===== config.mk =====
export PLATFORM = sky130hd
export DESIGN_NAME = icache_front
export DESIGN_NICKNAME = d
export VERILOG_FILES = /design/src/hdl/icache_addr_pkg.sv /design/src/hdl/icache_line_pkg.sv /design/src/hdl/icache_front.sv
export VERILOG_INCLUDE_DIRS = /design/src /design/src/hdl
export SDC_FILE = /design/constraint.sdc
export NUM_CORES = 1
export LEC_CHECK = 0
export BUFFER_PORTS_ARGS = -buffer_cell sky130_fd_sc_hd__buf_2
export CAP_MARGIN = 20
export CORE_AREA = 2 2 179 181
export CTS_CLUSTER_DIAMETER = 30
export DETAILED_ROUTE_END_ITERATION = 10
export DIE_AREA = 0 0 181 183
export PLACE_DENSITY = 0.59
export SLEW_MARGIN = 10
export SYNTH_ARGS = -nofsm -noshare
export SYNTH_HDL_FRONTEND = slang
export SYNTH_SLANG_ARGS = --single-unit
export TNS_END_PERCENT = 50

===== constraint.sdc =====
create_clock -name clk -period 13.8 [get_ports clk]
set_clock_uncertainty 0.2 [all_clocks]
set_input_delay 1.38 -clock clk [delete_from_list [all_inputs] [get_ports clk]]
set_output_delay 1.38 -clock clk [all_outputs]
set_load 0.03 [all_outputs]

===== src/hdl/icache_settings.svh =====
`ifndef ICACHE_SETTINGS_SVH
`define ICACHE_SETTINGS_SVH

// ways per set
`define ICACHE_WAYS 2

// sets selected by address bits 10 to 5
`define ICACHE_SETS 64

// 64-bit words per line
`define ICACHE_LINE_WORDS 4

// per-way saturating age counter width
`define ICACHE_AGE_W 4

`endif


===== src/hdl/icache_addr_pkg.sv =====
`include "icache_settings.svh"

package icache_addr_pkg;

  typedef logic [31:0] addr_t;
  typedef logic [63:0] word_t;
  typedef logic [$clog2(`ICACHE_LINE_WORDS)-1:0] word_sel_t;
  typedef logic [$clog2(`ICACHE_SETS)-1:0] index_t;

  // byte offset inside a word, then word select, then index
  localparam int unsigned WORD_LSB = $clog2($bits(word_t) / 8);
  localparam int unsigned INDEX_LSB = WORD_LSB + $bits(word_sel_t);
  localparam int unsigned TAG_LSB = INDEX_LSB + $bits(index_t);

  typedef logic [$bits(addr_t)-TAG_LSB-1:0] tag_t;

  typedef struct packed {
    logic  req;
    addr_t addr;
  } fetch_req_s;

  function automatic tag_t addr_tag(addr_t a);
    return a[$bits(addr_t)-1:TAG_LSB];
  endfunction

  function automatic index_t addr_index(addr_t a);
    return a[INDEX_LSB +: $bits(index_t)];
  endfunction

  function automatic word_sel_t addr_word(addr_t a);
    return a[WORD_LSB +: $bits(word_sel_t)];
  endfunction

  // line base with the offset bits cleared
  function automatic addr_t line_addr(addr_t a);
    return a & ~addr_t'((1 << INDEX_LSB) - 1);
  endfunction

endpackage


===== src/hdl/icache_line_pkg.sv =====
`include "icache_settings.svh"

package icache_line_pkg;

  // word 0 sits in the low bits
  typedef icache_addr_pkg::word_t [`ICACHE_LINE_WORDS-1:0] line_t;

  typedef logic [`ICACHE_AGE_W-1:0] age_t;

  typedef struct packed {
    logic                  valid;
    icache_addr_pkg::tag_t tag;
    line_t                 line;
  } way_entry_s;

  // per-way commands from the hit and replacement logic
  typedef struct packed {
    logic fill;
    logic touch;
    logic age_up;
  } way_ctl_s;

  typedef enum logic [1:0] {
    IDLE,
    REQUEST,
    WRITE,
    REPLAY
  } refill_state_e;

endpackage


===== src/hdl/icache_front.sv =====
`timescale 1ns/1ps
`include "icache_settings.svh"

module icache_front (
  input  logic                        clk,
  input  logic                        rst_n,
  input  logic                        ins_req,
  input  icache_addr_pkg::addr_t      cpu_addr,
  input  logic                        miss,
  output icache_addr_pkg::fetch_req_s rd_req,
  output icache_addr_pkg::addr_t      held_addr,
  output icache_line_pkg::line_t      fill_line,
  output logic                        refilling,
  output logic                        dram_req,
  output icache_addr_pkg::addr_t      dram_addr,
  input  icache_addr_pkg::word_t      dram_data,
  input  logic                        dram_val
);
  import icache_addr_pkg::*;
  import icache_line_pkg::*;

  refill_state_e state_q;
  refill_state_e state_d;
  addr_t         held_q;
  line_t         line_q;
  word_sel_t     beat_q;
  logic          beat_in;
  logic          last_beat;

  assign beat_in   = (state_q == REQUEST) && dram_val;
  assign last_beat = beat_in && (beat_q == word_sel_t'(`ICACHE_LINE_WORDS - 1));

  always_comb begin
    state_d = state_q;
    case (state_q)
      IDLE:    if (miss) state_d = REQUEST;
      REQUEST: if (last_beat) state_d = WRITE;
      WRITE:   state_d = REPLAY;
      REPLAY:  state_d = IDLE;
      default: state_d = IDLE;
    endcase
  end

  always_ff @(posedge clk) begin
    if (!rst_n) begin
      state_q <= IDLE;
      beat_q  <= '0;
    end else begin
      state_q <= state_d;
      // wraps to zero after the last beat
      if (beat_in) begin
        beat_q <= beat_q + 1'b1;
      end
    end
  end

  // address stays put from the miss until the replay
  always_ff @(posedge clk) begin
    if (ins_req && state_q == IDLE) begin
      held_q <= cpu_addr;
    end
  end

  // newest beat enters at the top and the first beat ends in word 0
  always_ff @(posedge clk) begin
    if (beat_in) begin
      line_q <= {dram_data, line_q[`ICACHE_LINE_WORDS-1:1]};
    end
  end

  always_comb begin
    if (state_q == REPLAY) begin
      rd_req = '{req: 1'b1, addr: held_q};
    end else begin
      rd_req = '{req: ins_req && (state_q == IDLE), addr: cpu_addr};
    end
  end

  assign held_addr = held_q;
  assign fill_line = line_q;
  assign refilling = (state_q != IDLE);
  assign dram_req  = (state_q == REQUEST);
  assign dram_addr = line_addr(held_q);

endmodule


==> impl_metrics.ini <==
[outcome]
outcome = finished, final reports clean

[floorplanning]
num_io_pins = 456
dieWidth_um = 181
initial_core_util_pct = 31.1
die_y_um = 183
placementRows = 65
die_area_um2 = 33100
core-area_um2 = 31200

[cells_and_area]
post-route-util_pct = 45.1
final_cell_mix = buf_2, edfxtp_1, clkbuf_16, mux2_4
final_common_cell = buf_2
layout-drive-gt1-share_pct = 63.9
nets = 975
syn_to_final_growth_pct = 45.1

[timing]
slew_headroom_pct = 33.4
slew_viol_final = 0
rsz0062_at_grt = false
tightestPinTransition_ns = 0.999
final_hold_viol_count = 0
setup_viol = 0
period_share_pct = 30.0
setup-tns-final_ns = 0
fmax_mhz = 241
period_minus_slack_ns = 4.14

[setup_path]
worstSetupPathType = input port to flop
cp_cell_sequence = buf_2, nand2_1, inv_8, buf_4, buf_4
path_max_fanout = 102
worst_path_largest_cell_delay_ns = 0.88
critPathCaptureType = flop
crit_arrival_ns = 4.09
path_buf_inv = 4
crit_slowest_cell = buf_4
start_kind = input port
required_ns = 13.75
crit_family = buffers and inverters
path_common_cell = buf_4

[place]
gp_congestion = 0.765
portBuffers = 450
hpwl_um = 16800

[yosys]
yosysWarnings = 0
seq_area_frac_synth_pct = 90.0
syn_area_um2 = 9700
netlist_instances = 387
synth.top_cells.by_area = edfxtp_1, mux2_4, buf_4, dfxtp_1, ha_1
syn_area_per_cell_um2 = 25.1
ys_seq_elements = 292
synth_top_area_share_pct = 89.2
ys_types = 19
synth_top_cell_by_area = edfxtp_1

[clock_network]
clock-sinks = 292
post_cts_buffers = 0
ctsHoldBuffers = 0
post_cts_resized = 0
cts_tree = yes
htreeDepth = 2
cts-root-buf = clkbuf_16
clkLatencyLatePin_ns = 0.54
clkTransAtPathRegs_ns = 0.05
cts_buffers = 57
cts.path.max_buffers = 3

[global_routing]
grt_antenna_before_repair = 4
grt_use_met2_pct = 23.4
use_met1_pct = 13.4
grt_max_degree = 103
gr-total-overflow = 0
busiest_layer = met2
grt_pass1_wl_um = 33200
grt_use_total_pct = 13.2
globalRouteMet3Util_pct = 6.63
grt_pass1_vias = 5676

[pwr]
ir_drop_mv = 0.154
power.leakage_nw = 5.69
power_density_nw_per_um2 = 226

[routing]
via_count = 5493
ant_nets = 0
dr.pass1.iters = 4
wl_per_cell_um = 17.5
drc = 0
drt-initial-drc-count = 255
wl_um = 23100
via_per_inst = 4.18

[hold_path]
hp-class = flop to flop

[run]
drv_cap = 0
## flip-flops by register name, indices dropped and copies added, names as in the netlist
name,flops
beat_q,2
fill_line,256
held_addr,32
state_q,2
## synth_stat cells
master	instances
edfxtp_1	288
dfxtp_1	4
inv_1	4
and2_1	2
xnor2_1	1
buf_4	32
conb_1	1
mux2_4	29
mux2_2	3
buf_12	3
ha_1	6
nand3_1	1
nand2_1	6
buf_6	1
a21boi_0	1
a2bb2oi_1	1
or2_1	1
mux2i_1	2
o21ai_0	1
## power by group
part	switching, mW	internal, mW	total [mW]
logic	0.488	0.145	0.633
clock network	0.454	0.856	1.31
registers	0.0668	1.18	1.24
total	1.01	2.18	3.19
## path summary, 6_finish.rpt
path,startpoint,depth (start not counted),slack [ns],endpoint
max,dram_val,5,9.66,fill_line[229]$_DFFE_PP_
min,fill_line[158]$_DFFE_PP_,0,0.23,fill_line[94]$_DFFE_PP_
max reg2reg,state_q[1]$_SDFFE_PN0P_,6,9.93,fill_line[229]$_DFFE_PP_
min reg2reg,fill_line[158]$_DFFE_PP_,0,0.23,fill_line[94]$_DFFE_PP_
## cell families after synthesis
family	Yosys count	share of synthesized area, %
mux	34	5.04
xor+xnor	1	0.0903
flops	292	90.0
buf+inv	40	3.37
compound gates	3	0.219
simple gates	10	0.477
other cells	1	0.0387
fa+ha+maj	6	0.774
## worst reg2reg max path: cells and delay by family (launching register included)
family | cells | cell delay, ns
adder cells (fa/ha/maj) | 1 | 0.22
buffers and inverters | 4 | 2.49
flip-flops | 1 | 0.33
AND/OR/NAND/NOR | 1 | 0.19
## area by class of cell
type	count	area (um^2)
Tap cell	402	503
Multi-Input combinational cell	59	662
Antenna cell	1	2.50
Sequential cell	292	8730
Fill cell	2772	17200
Inverter	4	22.5
Timing Repair Buffer	454	2280
Clock inverter	42	434
Clock buffer	60	1440
## per-layer routing
layer	routed length, um	up-vias
met1	7900	2615
met4	526	4
met2	11700	349
li1	-	2474
met5	33	-
met3	2870	51
## per-stage QoR
step	instance area (um^2)	setup WS [ns]	hold slack (ns)	total power, mW	instances
global route	14100	9.45	0.242	3.31	1313
detailed placement	12200	9.10	0.227	1.90	1211
finish	14100	9.66	0.235	3.19	1314
CTS	14100	9.69	0.237	3.23	1313
global placement	12200	9.15	0.224	1.89	1211
floorplan	9710	6.58	0.247	1.73	391
Power figures use the tool's default switching activity.
