## src/hdl/icache_settings.svh

```systemverilog
`ifndef ICACHE_SETTINGS_SVH
`define ICACHE_SETTINGS_SVH

// ways per set
`define ICACHE_WAYS 2

// sets selected by address bits 10 to 5
`define ICACHE_SETS 64

// 64-bit words per line
`define ICACHE_LINE_WORDS 4

// per-way saturating age counter width
`define ICACHE_AGE_W 4

`endif

```

## src/hdl/icache_addr_pkg.sv

```systemverilog
`include "icache_settings.svh"

package icache_addr_pkg;

  typedef logic [31:0] addr_t;
  typedef logic [63:0] word_t;
  typedef logic [$clog2(`ICACHE_LINE_WORDS)-1:0] word_sel_t;
  typedef logic [$clog2(`ICACHE_SETS)-1:0] index_t;

  // byte offset inside a word, then word select, then index
  localparam int unsigned WORD_LSB = $clog2($bits(word_t) / 8);
  localparam int unsigned INDEX_LSB = WORD_LSB + $bits(word_sel_t);
  localparam int unsigned TAG_LSB = INDEX_LSB + $bits(index_t);

  typedef logic [$bits(addr_t)-TAG_LSB-1:0] tag_t;

  typedef struct packed {
    logic  req;
    addr_t addr;
  } fetch_req_s;

  function automatic tag_t addr_tag(addr_t a);
    return a[$bits(addr_t)-1:TAG_LSB];
  endfunction

  function automatic index_t addr_index(addr_t a);
    return a[INDEX_LSB +: $bits(index_t)];
  endfunction

  function automatic word_sel_t addr_word(addr_t a);
    return a[WORD_LSB +: $bits(word_sel_t)];
  endfunction

  // line base with the offset bits cleared
  function automatic addr_t line_addr(addr_t a);
    return a & ~addr_t'((1 << INDEX_LSB) - 1);
  endfunction

endpackage

```

## src/hdl/icache_line_pkg.sv

```systemverilog
`include "icache_settings.svh"

package icache_line_pkg;

  // word 0 sits in the low bits
  typedef icache_addr_pkg::word_t [`ICACHE_LINE_WORDS-1:0] line_t;

  typedef logic [`ICACHE_AGE_W-1:0] age_t;

  typedef struct packed {
    logic                  valid;
    icache_addr_pkg::tag_t tag;
    line_t                 line;
  } way_entry_s;

  // per-way commands from the hit and replacement logic
  typedef struct packed {
    logic fill;
    logic touch;
    logic age_up;
  } way_ctl_s;

  typedef enum logic [1:0] {
    IDLE,
    REQUEST,
    WRITE,
    REPLAY
  } refill_state_e;

endpackage

```

## src/hdl/icache_select.sv

```systemverilog
`timescale 1ns/1ps
`include "icache_settings.svh"

module icache_select (
  input  logic                                           clk,
  input  logic                                           rst_n,
  input  icache_addr_pkg::addr_t                         held_addr,
  input  logic                                           pending,
  input  logic                                           refilling,
  input  logic [`ICACHE_WAYS-1:0]                        hit,
  input  icache_line_pkg::way_entry_s [`ICACHE_WAYS-1:0] entry,
  input  icache_line_pkg::age_t [`ICACHE_WAYS-1:0]       age,
  output icache_line_pkg::way_ctl_s [`ICACHE_WAYS-1:0]   ctl,
  output logic                                           miss,
  output logic                                           abort,
  output icache_addr_pkg::word_t                         instruction
);
  import icache_addr_pkg::*;
  import icache_line_pkg::*;

  logic                    lookup_q;
  logic                    any_hit;
  logic [`ICACHE_WAYS-1:0] victim_d;
  logic [`ICACHE_WAYS-1:0] victim_q;

  // ways answer one cycle after the read request
  always_ff @(posedge clk) begin
    if (!rst_n) begin
      lookup_q <= 1'b0;
    end else begin
      lookup_q <= pending;
    end
  end

  assign any_hit = |hit;
  assign miss    = lookup_q && !any_hit;
  assign abort   = miss || refilling;

  always_comb begin
    line_t sel_line;
    sel_line = '0;
    for (int w = 0; w < `ICACHE_WAYS; w++) begin
      if (hit[w]) sel_line = entry[w].line;
    end
    instruction = sel_line[addr_word(held_addr)];
  end

  // lowest invalid way overrides the oldest way with ties to the higher number
  always_comb begin
    int pick;
    pick = `ICACHE_WAYS - 1;
    for (int w = `ICACHE_WAYS - 2; w >= 0; w--) begin
      if (age[w] > age[pick]) pick = w;
    end
    for (int w = `ICACHE_WAYS - 1; w >= 0; w--) begin
      if (!entry[w].valid) pick = w;
    end
    victim_d       = '0;
    victim_d[pick] = 1'b1;
  end

  always_ff @(posedge clk) begin
    if (miss) begin
      victim_q <= victim_d;
    end
  end

  // victim follows the collected beats until the WRITE cycle stores the full line
  always_comb begin
    for (int w = 0; w < `ICACHE_WAYS; w++) begin
      ctl[w].fill   = victim_q[w] && refilling && !pending;
      ctl[w].touch  = lookup_q && hit[w];
      ctl[w].age_up = lookup_q && any_hit && !hit[w];
    end
  end

endmodule

```

## config.mk

```make
export PLATFORM = sky130hd
export DESIGN_NAME = icache_select
export DESIGN_NICKNAME = d
export VERILOG_FILES = /design/src/hdl/icache_addr_pkg.sv /design/src/hdl/icache_line_pkg.sv /design/src/hdl/icache_select.sv
export VERILOG_INCLUDE_DIRS = /design/src /design/src/hdl
export SDC_FILE = /design/constraint.sdc
export NUM_CORES = 1
export LEC_CHECK = 0
export BUFFER_PORTS_ARGS = -buffer_cell sky130_fd_sc_hd__buf_2
export CAP_MARGIN = 5
export CORE_AREA = 4 4 263 265
export DETAILED_ROUTE_END_ITERATION = 12
export DIE_AREA = 0 0 267 269
export HOLD_SLACK_MARGIN = 0.08
export SYNTH_ARGS = -nofsm -noshare
export SYNTH_HDL_FRONTEND = slang
export SYNTH_SLANG_ARGS = --single-unit
```

## constraint.sdc

```tcl
create_clock -name clk -period 2.75 [get_ports clk]
set_input_delay 0.275 -clock clk [delete_from_list [all_inputs] [get_ports clk]]
set_output_delay 0.275 -clock clk [all_outputs]
set_load 0.01 [all_outputs]
```

==> results.cfg <==
[run_status]
outcome = finished clean

[setup_path]
start_kind = input pin
rrSetupSlack_ns = 1.47
required_ns = 2.48
worstPathMaxFanout = 29
r2r-start = lookup_q
crit_chain = buf_4, or2_4, buf_12, buf_4, o21ai_0, a22o_1, nor2_1, buf_2
path_delay_family = compound AO/OA/AOI/OAI gates
slowest_stage = o21ai_0
setup.worst_path.end_class = output port
crit_top_cell = buf_4
path_buf_inv = 4
max_stage_delay_ns = 0.53
critPathLaunch = held_addr[3]
cp.arrival_ns = 2.08
path_class = in -> out

[die]
initial_core_util = 0.0586
rows = 95
die_x_um = 267
pin_count = 674
coreArea_sq_mm = 0.0668
dieArea_sq_mm = 0.0718
die_h_um = 269

[grt]
grt_util_met2 = 0.192
use_met3 = 0.0186
grt_pass1_vias = 7248
grt_pass1_wl_mm = 54.1
antenna_found_initial = 27
grt_max_degree = 55
grt_usage = 0.107
overflow = 0
grt_most_used_layer = met2
grt_use_met1 = 0.132

[yosys]
yosysSeqAreaShare = 0.0205
synth.ff_latch_count = 3
yosys.cell_count.top_type = o22ai_1
netlist_area_sq_mm = 0.00392
netlist_instances = 566
ys.flop_type = edfxtp_1
avgSynthCellArea_sq_um = 6.92
ys_types = 32
yosys_warnings = 0
synth_top_cells_by_count = o22ai_1, o21ai_0, nor2_1
synthArstFlopShare = 0
synth.area.top_cells = o22ai_1, mux2_2, a22o_1, o221ai_1, o21ai_0
synth.top_cell.area_share = 0.201
synth_top_cell_by_area = o22ai_1
synth_edf_count = 2
synth_nets = 1172

[routing]
firstDrtPassIters = 5
num_vias = 7522
dr.first_iter.drc_count = 308
totalWireLength_mm = 43.0
drc_errors = 0
vias_per_cell = 3.74
wl_per_cell_um = 21.3
ant_nets = 0

[layout]
multi_input_area_sq_mm = 0.00347
final_core_util = 0.123
layout.nets = 1734
area_growth_pct = 110
num-fill-cells = 7764
seq_area_sq_um = 80.1
drive_above_1_share = 0.630
layout.cells.non_filler = 2013

[min_path]
hp-start = rst_n
hold_class = in -> reg

[sta]
worst_slew_pin_slew_ns = 0.718
finalHoldViolCount = 0
fin_tns_setup_ns = 0
finClkSkew_ns = 0.000453
fin_crit_ns = 2.36
slew_headroom = 0.522
setup_viol = 0
fmax_mhz = 424
grt_setup_unrepaired = no
maxSlewViolCount = 0
period_share = 0.857

[placed_design]
hpwl_mm = 37.4
place.port_buffers = 601
dp.cells = 1996
gp_congestion = 0.825

[power]
cellPowerDensity_mw_per_mm2 = 209
power.leakage_nw = 3.78
ir_drop_mv = 0.178

[cts]
insertion_delay_ns = 0.22
htreeDepth = 1
cts_tree = done
cts_setup_buffers = 0
cts_root_buf = clkbuf_16
holdBufCountCts = 0
cts_resized = 0
clk_path_buf_depth = 2
cts_buffers = 3
clkTransAtPathRegs_ns = 0.03
clock-sinks = 3

[job]
maxCapViolCount = 0
[power by group]
group	switching [mW]	leakage, nW	total [mW]	internal, mW
sequential	0.000957	0.0267	0.0512	0.0503
combinational	0.757	3.71	1.43	0.675
clock	0.0386	0.0382	0.230	0.191
[metrics by stage]
step | power, mW | setup slack (ns) | cell area [sq um] | hold WS (ns)
floorplan | 0.645 | 1.10 | 3920 | 0.397
global placement | 1.51 | 0.308 | 8100 | 0.495
detailed placement | 1.51 | 0.320 | 8100 | 0.494
CTS | 1.75 | 0.316 | 8180 | 0.271
global route | 1.84 | 0.286 | 8200 | 0.295
finish | 1.71 | 0.393 | 8210 | 0.269
[worst paths after layout]
| path | end | cells after the start |
|---|---|---|
| worst max-delay path | instruction[1] | 8 |
| worst min register to register | victim_q[1] | 1 |
| worst min-delay path | lookup_q | 2 |
| worst max register to register | victim_q[0] | 1 |
[area by class of cell]
class | count | area share
diodes | 13 | 0.00396
repair buffers | 636 | 0.419
multi-input cells | 479 | 0.422
clock buffers | 4 | 0.00960
flip-flops and latches | 3 | 0.00975
inverters | 5 | 0.00229
well taps | 873 | 0.133
[cells by family (layout without fill, tap and decap cells)]
logic type / after synthesis / after routing / synth area share
compound gates: 324 / 324 / 0.579
simple gates: 86 / 86 / 0.0972
buf+inv: 84 / 645 / 0.105
mux: 65 / 65 / 0.186
fa+ha+maj: 4 / 4 / 0.0128
flops: 3 / 3 / 0.0205
other cells: 0 / 13 / 0
[sequential cells by signal, summed over array words and instances (netlist names)]
signal and cells:
lookup_q 1, victim_q 2
[cells in the final DEF, fill, tap and decap left out, types with 2 or more instances in the layout]
cell type | synthesis | layout
buf_2 | 21 | 598
o22ai_1 | 126 | 126
o21ai_0 | 65 | 65
nor2_1 | 64 | 64
mux2_2 | 63 | 63
o221ai_1 | 63 | 63
a22o_1 | 63 | 63
buf_4 | 4 | 25
diode_2 | 0 | 13
buf_12 | 0 | 13
inv_1 | 5 | 5
and2_1 | 4 | 4
ha_1 | 4 | 4
nand2b_4 | 0 | 3
clkbuf_16 | 0 | 3
nand2_1 | 3 | 2
a21oi_1 | 2 | 2
o21a_1 | 2 | 2
nor2b_1 | 3 | 2
nand3b_1 | 2 | 2
mux2i_1 | 2 | 2
and3b_1 | 2 | 2
edfxtp_1 | 2 | 2
[routing by layer]
metal,vias up,part of all wire
met2,520,0.48
met5,-,0.0017
met1,3441,0.42
li1,3493,-
met3,58,0.074
met4,10,0.027
Note: power is estimated with default switching activity, not from simulation.
